File: config.mk
export PLATFORM = sky130hd
export DESIGN_NAME = thinning_top
export DESIGN_NICKNAME = d
export VERILOG_FILES = /design/src/logic/thin_pkg.sv /design/src/logic/bus_pkg.sv /design/src/logic/row_if.sv /design/src/logic/thinning_cell.sv /design/src/logic/thinning_row.sv /design/src/logic/window_feeder.sv /design/src/logic/result_collector.sv /design/src/logic/wb_thin_regs.sv /design/src/logic/thinning_top.sv
export SDC_FILE = /design/constraint.sdc
export NUM_CORES = 2
export LEC_CHECK = 0
export BUFFER_PORTS_ARGS = -buffer_cell sky130_fd_sc_hd__buf_2
export CORE_ASPECT_RATIO = 2
export CORE_UTILIZATION = 58
export DETAILED_ROUTE_END_ITERATION = 10
export PLACE_DENSITY = 0.77
export SYNTH_ARGS = -nofsm -noshare
export SYNTH_HDL_FRONTEND = slang
export SYNTH_SLANG_ARGS = --single-unit
export TNS_END_PERCENT = 20
File: constraint.sdc
create_clock -name clk -period 7.64 [get_ports clk]
set_input_delay 0.764 -clock clk [delete_from_list [all_inputs] [get_ports clk]]
set_output_delay 0.764 -clock clk [all_outputs]
set_load 0.01 [all_outputs]
File: src/logic/thin_pkg.sv
`default_nettype none

package thin_pkg;

   // Image geometry
   localparam int ROW_WIDTH = 32;
   localparam int ROW_COUNT = 32;

   // Feeder stays busy until the last row has left the pipeline
   localparam int SCAN_LAST = ROW_COUNT + 1;

   // Bit 31 is the leftmost pixel
   typedef logic [ROW_WIDTH-1:0] row_t;
   typedef logic [$clog2(ROW_COUNT)-1:0] row_index_t;
   typedef logic [$clog2(SCAN_LAST+1)-1:0] scan_count_t;

   // West, centre, east from bit 2 down to bit 0
   typedef logic [2:0] cell_slice_t;

endpackage

`default_nettype wire

File: src/logic/bus_pkg.sv
`default_nettype none

package bus_pkg;

   typedef logic [31:0] wb_data_t;
   typedef logic [6:0]  wb_addr_t;

   // Register map, word addresses
   localparam wb_addr_t IN_BASE     = 7'h00;
   localparam wb_addr_t OUT_BASE    = 7'h20;
   localparam wb_addr_t CTRL_ADDR   = 7'h40;
   localparam wb_addr_t STATUS_ADDR = 7'h41;

   // Upper address bits that select a 32-row region
   localparam wb_addr_t ROW_REGION_MASK = 7'h60;

endpackage

`default_nettype wire

File: src/logic/row_if.sv
`timescale 1ns/1ps
`default_nettype none

interface row_if import thin_pkg::*; ();

   logic       valid;
   row_index_t index;
   row_t       top;
   row_t       center;
   row_t       bottom;

   modport source (
      output valid, index, top, center, bottom
   );

   // One item per cycle with valid high and no ready
   modport sink (
      input  valid, index, top, center, bottom
   );

endinterface

`default_nettype wire

File: src/logic/thinning_cell.sv
`timescale 1ns/1ps
`default_nettype none

module thinning_cell import thin_pkg::*; (
   input  cell_slice_t top,
   input  cell_slice_t center,
   input  cell_slice_t bottom,
   output logic        result
);

   // Neighbour ring N NE E SE S SW W NW in bits 7 down to 0
   logic [7:0] nbr;
   logic [3:0] b_count;
   logic [3:0] a_count;
   logic       remove;

   assign nbr = {top[1], top[0], center[0], bottom[0],
                 bottom[1], bottom[2], center[2], top[2]};

   always_comb begin
      b_count = '0;
      a_count = '0;
      for (int k = 0; k < 8; k++) begin
         b_count = b_count + 4'(nbr[k]);
         // Step from nbr[k+1] to nbr[k] with NW wrapping back to N
         if (!nbr[(k + 1) % 8] && nbr[k])
            a_count = a_count + 4'd1;
      end
      remove = center[1] && (b_count >= 4'd2) && (b_count <= 4'd6) && (a_count == 4'd1)
               && !(nbr[7] && nbr[5] && nbr[3])
               && !(nbr[5] && nbr[3] && nbr[1]);
      result = center[1] && !remove;
   end

endmodule

`default_nettype wire

File: src/logic/thinning_row.sv
`timescale 1ns/1ps
`default_nettype none

module thinning_row import thin_pkg::*; (
   input  logic clk,
   input  logic reset,
   row_if.sink   window_bus,
   row_if.source result_bus
);

   row_t next_row;

   // Edge columns have no full neighbourhood and pass through
   assign next_row[ROW_WIDTH-1] = window_bus.center[ROW_WIDTH-1];
   assign next_row[0]           = window_bus.center[0];

   for (genvar col = ROW_WIDTH - 2; col >= 1; col = col - 1) begin : g_cell
      thinning_cell u_cell (
         .top    (window_bus.top[col+1 -: 3]),
         .center (window_bus.center[col+1 -: 3]),
         .bottom (window_bus.bottom[col+1 -: 3]),
         .result (next_row[col])
      );
   end

   always_ff @(posedge clk) begin
      if (reset) begin
         result_bus.valid <= 1'b0;
      end else begin
         result_bus.valid <= window_bus.valid;
      end
   end

   always_ff @(posedge clk) begin
      result_bus.index  <= window_bus.index;
      result_bus.center <= next_row;
   end

   assign result_bus.top    = '0;
   assign result_bus.bottom = '0;

endmodule

`default_nettype wire

File: src/logic/window_feeder.sv
`timescale 1ns/1ps
`default_nettype none

module window_feeder import thin_pkg::*; (
   input  logic       clk,
   input  logic       reset,
   input  logic       in_we,
   input  row_index_t in_addr,
   input  row_t       in_data,
   input  logic       start,
   input  row_index_t rd_index,
   output row_t       rd_in_row,
   output logic       busy,
   row_if.source      window_bus
);

   typedef enum logic {
      s_idle,
      s_scan
   } feed_state_t;

   feed_state_t state;
   scan_count_t count;
   row_index_t  row;
   row_t        mem [ROW_COUNT];

   assign busy = (state == s_scan);
   assign row  = row_index_t'(count);

   // Image is frozen during a pass
   always_ff @(posedge clk) begin
      if (in_we && !busy)
         mem[in_addr] <= in_data;
   end

   assign rd_in_row = mem[rd_index];

   always_ff @(posedge clk) begin
      if (reset) begin
         state <= s_idle;
         count <= '0;
      end else begin
         case (state)
            s_idle: begin
               if (start) begin
                  state <= s_scan;
                  count <= '0;
               end
            end
            s_scan: begin
               // Last two counts only drain the pipeline
               if (count == scan_count_t'(SCAN_LAST))
                  state <= s_idle;
               count <= count + scan_count_t'(1);
            end
            default: state <= s_idle;
         endcase
      end
   end

   assign window_bus.valid  = busy && (count < scan_count_t'(ROW_COUNT));
   assign window_bus.index  = row;
   assign window_bus.center = mem[row];
   // Rows outside the image read as zero
   assign window_bus.top    = (row != '0) ? mem[row - row_index_t'(1)] : '0;
   assign window_bus.bottom = (row != row_index_t'(ROW_COUNT - 1)) ?
                              mem[row + row_index_t'(1)] : '0;

endmodule

`default_nettype wire

File: src/logic/result_collector.sv
`timescale 1ns/1ps
`default_nettype none

module result_collector import thin_pkg::*; (
   input  logic       clk,
   input  logic       reset,
   input  logic       start,
   row_if.sink        result_bus,
   input  row_index_t rd_index,
   output row_t       rd_out_row,
   output logic       done
);

   logic       wr_valid;
   row_index_t wr_index;
   row_t       wr_row;
   row_t       mem [ROW_COUNT];

   always_ff @(posedge clk) begin
      if (reset) begin
         wr_valid <= 1'b0;
      end else begin
         wr_valid <= result_bus.valid;
      end
   end

   always_ff @(posedge clk) begin
      wr_index <= result_bus.index;
      wr_row   <= result_bus.center;
      if (wr_valid)
         mem[wr_index] <= wr_row;
   end

   assign rd_out_row = mem[rd_index];

   // Completion wins over a start that the feeder refused while busy
   always_ff @(posedge clk) begin
      if (reset) begin
         done <= 1'b0;
      end else if (wr_valid && wr_index == row_index_t'(ROW_COUNT - 1)) begin
         done <= 1'b1;
      end else if (start) begin
         done <= 1'b0;
      end
   end

endmodule

`default_nettype wire

File: src/logic/wb_thin_regs.sv
`timescale 1ns/1ps
`default_nettype none

module wb_thin_regs import thin_pkg::*, bus_pkg::*; (
   input  logic       clk,
   input  logic       reset,
   input  logic       wb_cyc,
   input  logic       wb_stb,
   input  logic       wb_we,
   input  wb_addr_t   wb_adr,
   input  wb_data_t   wb_dat_w,
   output wb_data_t   wb_dat_r,
   output logic       wb_ack,
   output logic       in_we,
   output logic       start,
   output row_index_t in_addr,
   output row_index_t rd_index,
   output row_t       in_data,
   input  row_t       rd_in_row,
   input  row_t       rd_out_row,
   input  logic       busy,
   input  logic       done
);

   logic     req;
   logic     in_hit;
   logic     out_hit;
   wb_data_t rd_word;

   // New request only when no ack is outstanding
   assign req     = wb_cyc && wb_stb && !wb_ack;
   assign in_hit  = (wb_adr & ROW_REGION_MASK) == IN_BASE;
   assign out_hit = (wb_adr & ROW_REGION_MASK) == OUT_BASE;

   // Low address bits pick the row in either memory
   assign rd_index = row_index_t'(wb_adr);

   always_comb begin
      rd_word = '0;
      if (in_hit)
         rd_word = wb_data_t'(rd_in_row);
      else if (out_hit)
         rd_word = wb_data_t'(rd_out_row);
      else if (wb_adr == STATUS_ADDR)
         rd_word = wb_data_t'({done, busy});
   end

   always_ff @(posedge clk) begin
      if (reset) begin
         wb_ack <= 1'b0;
         in_we  <= 1'b0;
         start  <= 1'b0;
      end else begin
         wb_ack <= req;
         in_we  <= req && wb_we && in_hit;
         start  <= req && wb_we && (wb_adr == CTRL_ADDR) && wb_dat_w[0];
      end
   end

   always_ff @(posedge clk) begin
      if (req) begin
         wb_dat_r <= rd_word;
         in_addr  <= row_index_t'(wb_adr);
         in_data  <= row_t'(wb_dat_w);
      end
   end

endmodule

`default_nettype wire

File: src/logic/thinning_top.sv
`timescale 1ns/1ps
`default_nettype none

module thinning_top import thin_pkg::*, bus_pkg::*; (
   input  logic     clk,
   input  logic     reset,
   input  logic     wb_cyc,
   input  logic     wb_stb,
   input  logic     wb_we,
   input  wb_addr_t wb_adr,
   input  wb_data_t wb_dat_w,
   output wb_data_t wb_dat_r,
   output logic     wb_ack
);

   logic       in_we;
   logic       start;
   logic       busy;
   logic       done;
   row_index_t in_addr;
   row_index_t rd_index;
   row_t       in_data;
   row_t       rd_in_row;
   row_t       rd_out_row;

   row_if window_bus ();
   row_if result_bus ();

   wb_thin_regs u_regs (
      .clk        (clk),
      .reset      (reset),
      .wb_cyc     (wb_cyc),
      .wb_stb     (wb_stb),
      .wb_we      (wb_we),
      .wb_adr     (wb_adr),
      .wb_dat_w   (wb_dat_w),
      .wb_dat_r   (wb_dat_r),
      .wb_ack     (wb_ack),
      .in_we      (in_we),
      .start      (start),
      .in_addr    (in_addr),
      .rd_index   (rd_index),
      .in_data    (in_data),
      .rd_in_row  (rd_in_row),
      .rd_out_row (rd_out_row),
      .busy       (busy),
      .done       (done)
   );

   window_feeder u_feeder (
      .clk        (clk),
      .reset      (reset),
      .in_we      (in_we),
      .in_addr    (in_addr),
      .in_data    (in_data),
      .start      (start),
      .rd_index   (rd_index),
      .rd_in_row  (rd_in_row),
      .busy       (busy),
      .window_bus (window_bus.source)
   );

   thinning_row u_row (
      .clk        (clk),
      .reset      (reset),
      .window_bus (window_bus.sink),
      .result_bus (result_bus.source)
   );

   result_collector u_collector (
      .clk        (clk),
      .reset      (reset),
      .start      (start),
      .result_bus (result_bus.sink),
      .rd_index   (rd_index),
      .rd_out_row (rd_out_row),
      .done       (done)
   );

endmodule

`default_nettype wire

==> impl_results.md <==
* Core area at 215000 um2
* Largest net degree at the start of global routing at 118
* Commonest non-fill, non-tap cell in the layout: edfxtp_1
* Hold WC Path Type: in2reg
* Min Tclk post-route at 7.447 ns
* Final Cycle Share at 97.47%
* Worst Path Arrival at 8.24 ns
* Crit-path most repeated cell: ha_1
* Vias in the first global route at 81.09k
* Final hold vios at 0
* Mapped Area at 125400 um2
* Max-slew violations at 0
* CP max-delay cell: or4b_2
* Die area at 218100 um2
* CTS clk-pin slew, worst paths at 0.07 ns
* Yosys warnings at 0
* Latest clock arrival within the worst-skew pair at 0.88 ns
* Synth cell types at 117
* Drt pass-1 iters at 6
* Main synth FF type: edfxtp_1
* FF+latch area at 65440 um2
* EDFF count, synth at 2117
* Gr usage total at 38.42%
* Drt wl/cell at 40.17 um
* Antenna violations before repair at 35
* Num CTS Buffers at 194
* DRC violations left at 0
* CTS tree: built
* Port bufs at 76
* Vias at 79.59k
* Clock sinks at 2209
* Pwr/cell area at 177.1 nW/um2
* RSZ-0062 raised after global routing: yes
* Clock Skew at 0.06134 ns
* Syn_area_per_cell at 17.38 um2
* Final setup viols at 0
* Register area share after synthesis at 52.17%
* I/O pin count at 77
* Die Width at 330.8 um
* Category of the most critical setup path: reg2reg
* Ys async rst share at 0%
* Status: complete, no violations
* Max Freq at 134.3 MHz
* Fillers at 14.25k
* Final ANT Viol Nets at 0
* Clk buf depth at 4
* Core Rows at 241
* CP max FO at 22
* Avg Vias per Cell at 7.708
* Root buf cell: clkbuf_16
* First-pass GRT wire length at 583.3 mm
* Net Count, Synth at 7712
* Total power at 24.27 mW
* Most frequent cells in the layout: 2117 x edfxtp_1, 1494 x mux4_2, 360 x inv_1
* P&R area growth vs syn at 9.328%
* WL final at 414.7 mm
* Leakage at 44.42 nW
* Synth Instances at 7213
* Hold buffer count at cts at 0
* MaxCap Viol Count at 0
* Drt first-iter violations at 11.22k
* Req. time, crit path at 8.44 ns
* Minimum hold slack at 0.06532 ns
* Grt total ovfl at 0
* Worst Setup End Kind: flop
* Die H at 659.5 um
* Routability cong. at 0.9632
* Initial Utilization at 58.32%
* Layout cell share with drive strength beyond 1 at 33.60%
* Worst vdd ir at 0.4506 mV
* Worst Tran Pin Value at 1.408 ns
* H-tree level count at 4
* #FFs+latches synth at 2209
* Area of the multi-input gates at 56710 um2
* CP Launch Type: flop
* Slowest cell delay on critical path at 0.73 ns
* Final net count at 7858
* Final HPWL from detailed placement at 261.3 mm
* Worst slew margin at 5.536%
==> registers in the layout, indices dropped and copies added, names as in the netlist, 6 cells and up, named ones only <==
register / cells
u_collector.wr_row: 32
u_regs.wb_dat_r: 32
u_collector.mem: 1024
u_feeder.mem: 1024
u_feeder.count: 6
u_row.result_bus.center: 32
u_regs.in_data: 32
==> critical path, delay by kind of cell, from the launching register on <==
kind,cells,cell delay (ns)
flops,1,0.53
compound gates,4,0.72
xor+xnor,1,0.25
buf+inv,6,0.81
fa+ha+maj,7,2.16
mux,6,1.41
simple gates,5,1.47
==> repair_timing <==
action | 4_1_cts | 5_1_grt
endpoints found under the setup margin | 1 | 18
resized for setup | 1 | 12
setup buffers | 0 | 5
endpoints found under the hold margin | 0 | 0
pin swaps | 0 | 1
==> cell usage after synthesis (all sizes together) (38+ instances only) <==
cell type	number	area share, %
nor2	215	0.65
and3	39	0.19
fa	120	1.9
buf	286	1.4
clkbuf	199	0.60
a31oi	45	0.22
edfxtp	2117	51
nor3	79	0.35
dfxtp	92	1.5
nand2	275	0.83
a211oi	108	0.65
ha	335	3.3
inv	372	1.1
mux4	1502	27
o21ai	115	0.46
nand3	103	0.42
nor2b	38	0.19
xnor2	136	0.99
a21oi	110	0.44
xor2	111	0.79
mux2	115	1.0
mux2i	270	2.2
==> path summary, 6_finish.rpt <==
kind | from | end | slack, ns | depth (start not counted)
hold / removal | wb_dat_w[30] | u_regs.in_data[30]$_DFFE_PP_ | 0.07 | 1
setup / recovery | u_feeder.count[0]$_SDFFE_PP0N_ | u_row.result_bus.center[9]$_DFF_P_ | 0.19 | 29
hold reg to reg | u_row.result_bus.center[0]$_DFF_P_ | u_collector.wr_row[0]$_DFF_P_ | 0.33 | 0
setup reg to reg | u_feeder.count[0]$_SDFFE_PP0N_ | u_row.result_bus.center[9]$_DFF_P_ | 0.19 | 29
==> metal layers <==
metal  GRT usage [%]  wire length [um]  vias to the layer above
met5          0.1132               202                        -
met4           31.73             42920                       28
met3           10.37             51460                     2033
met2           62.76            203300                     6800
met1           41.53            116800                    40431
li1                -                 -                    30297
==> cell type report <==
| class | instances | share of cell area, % |
|---|---|---|
| Timing Repair Buffer | 435 | 2.684 |
| Clock inverter | 110 | 0.8416 |
| Tap cell | 2794 | 2.550 |
| Clock buffer | 241 | 3.753 |
| Inverter | 375 | 1.031 |
| Sequential cell | 2209 | 47.74 |
| Multi-Input combinational cell | 4144 | 41.37 |
| Antenna cell | 17 | 0.03104 |
==> logic make-up (layout without fill, tap and decap cells) <==
| logic type | Yosys count | count (layout) | synth area share [%] |
|---|---|---|---|
| fa+ha+maj | 455 | 455 | 5.259 |
| xor+xnor | 255 | 255 | 1.920 |
| mux | 1887 | 1887 | 30.26 |
| compound gates | 631 | 631 | 3.619 |
| flops | 2209 | 2209 | 52.17 |
| buf+inv | 860 | 1161 | 3.168 |
| simple gates | 916 | 916 | 3.602 |
| other cells | 0 | 17 | 0 |
==> report_power, final <==
| group | total [mW] | switching [mW] | internal (mW) |
|---|---|---|---|
| registers | 13.2 | 0.0710 | 13.2 |
| clock network | 10.1 | 4.61 | 5.52 |
| logic | 0.910 | 0.494 | 0.416 |
==> stage by stage <==
step	cells	TNS [ns]	setup WS [ns]	util (%)	cell area [um2]
final	10325	0	0.1934	63.75	137100
after global routing	10312	-0.1006	-0.06156	63.74	137000
after CTS	10303	0	0.06731	63.69	136900
after detailed placement	9952	-0.09851	-0.09851	60.76	130600
after global placement	9952	0	0.01455	60.76	130600
after floorplan	7213	0	0.008372	-	125500
No activity file was read; power rests on OpenSTA's default activity.
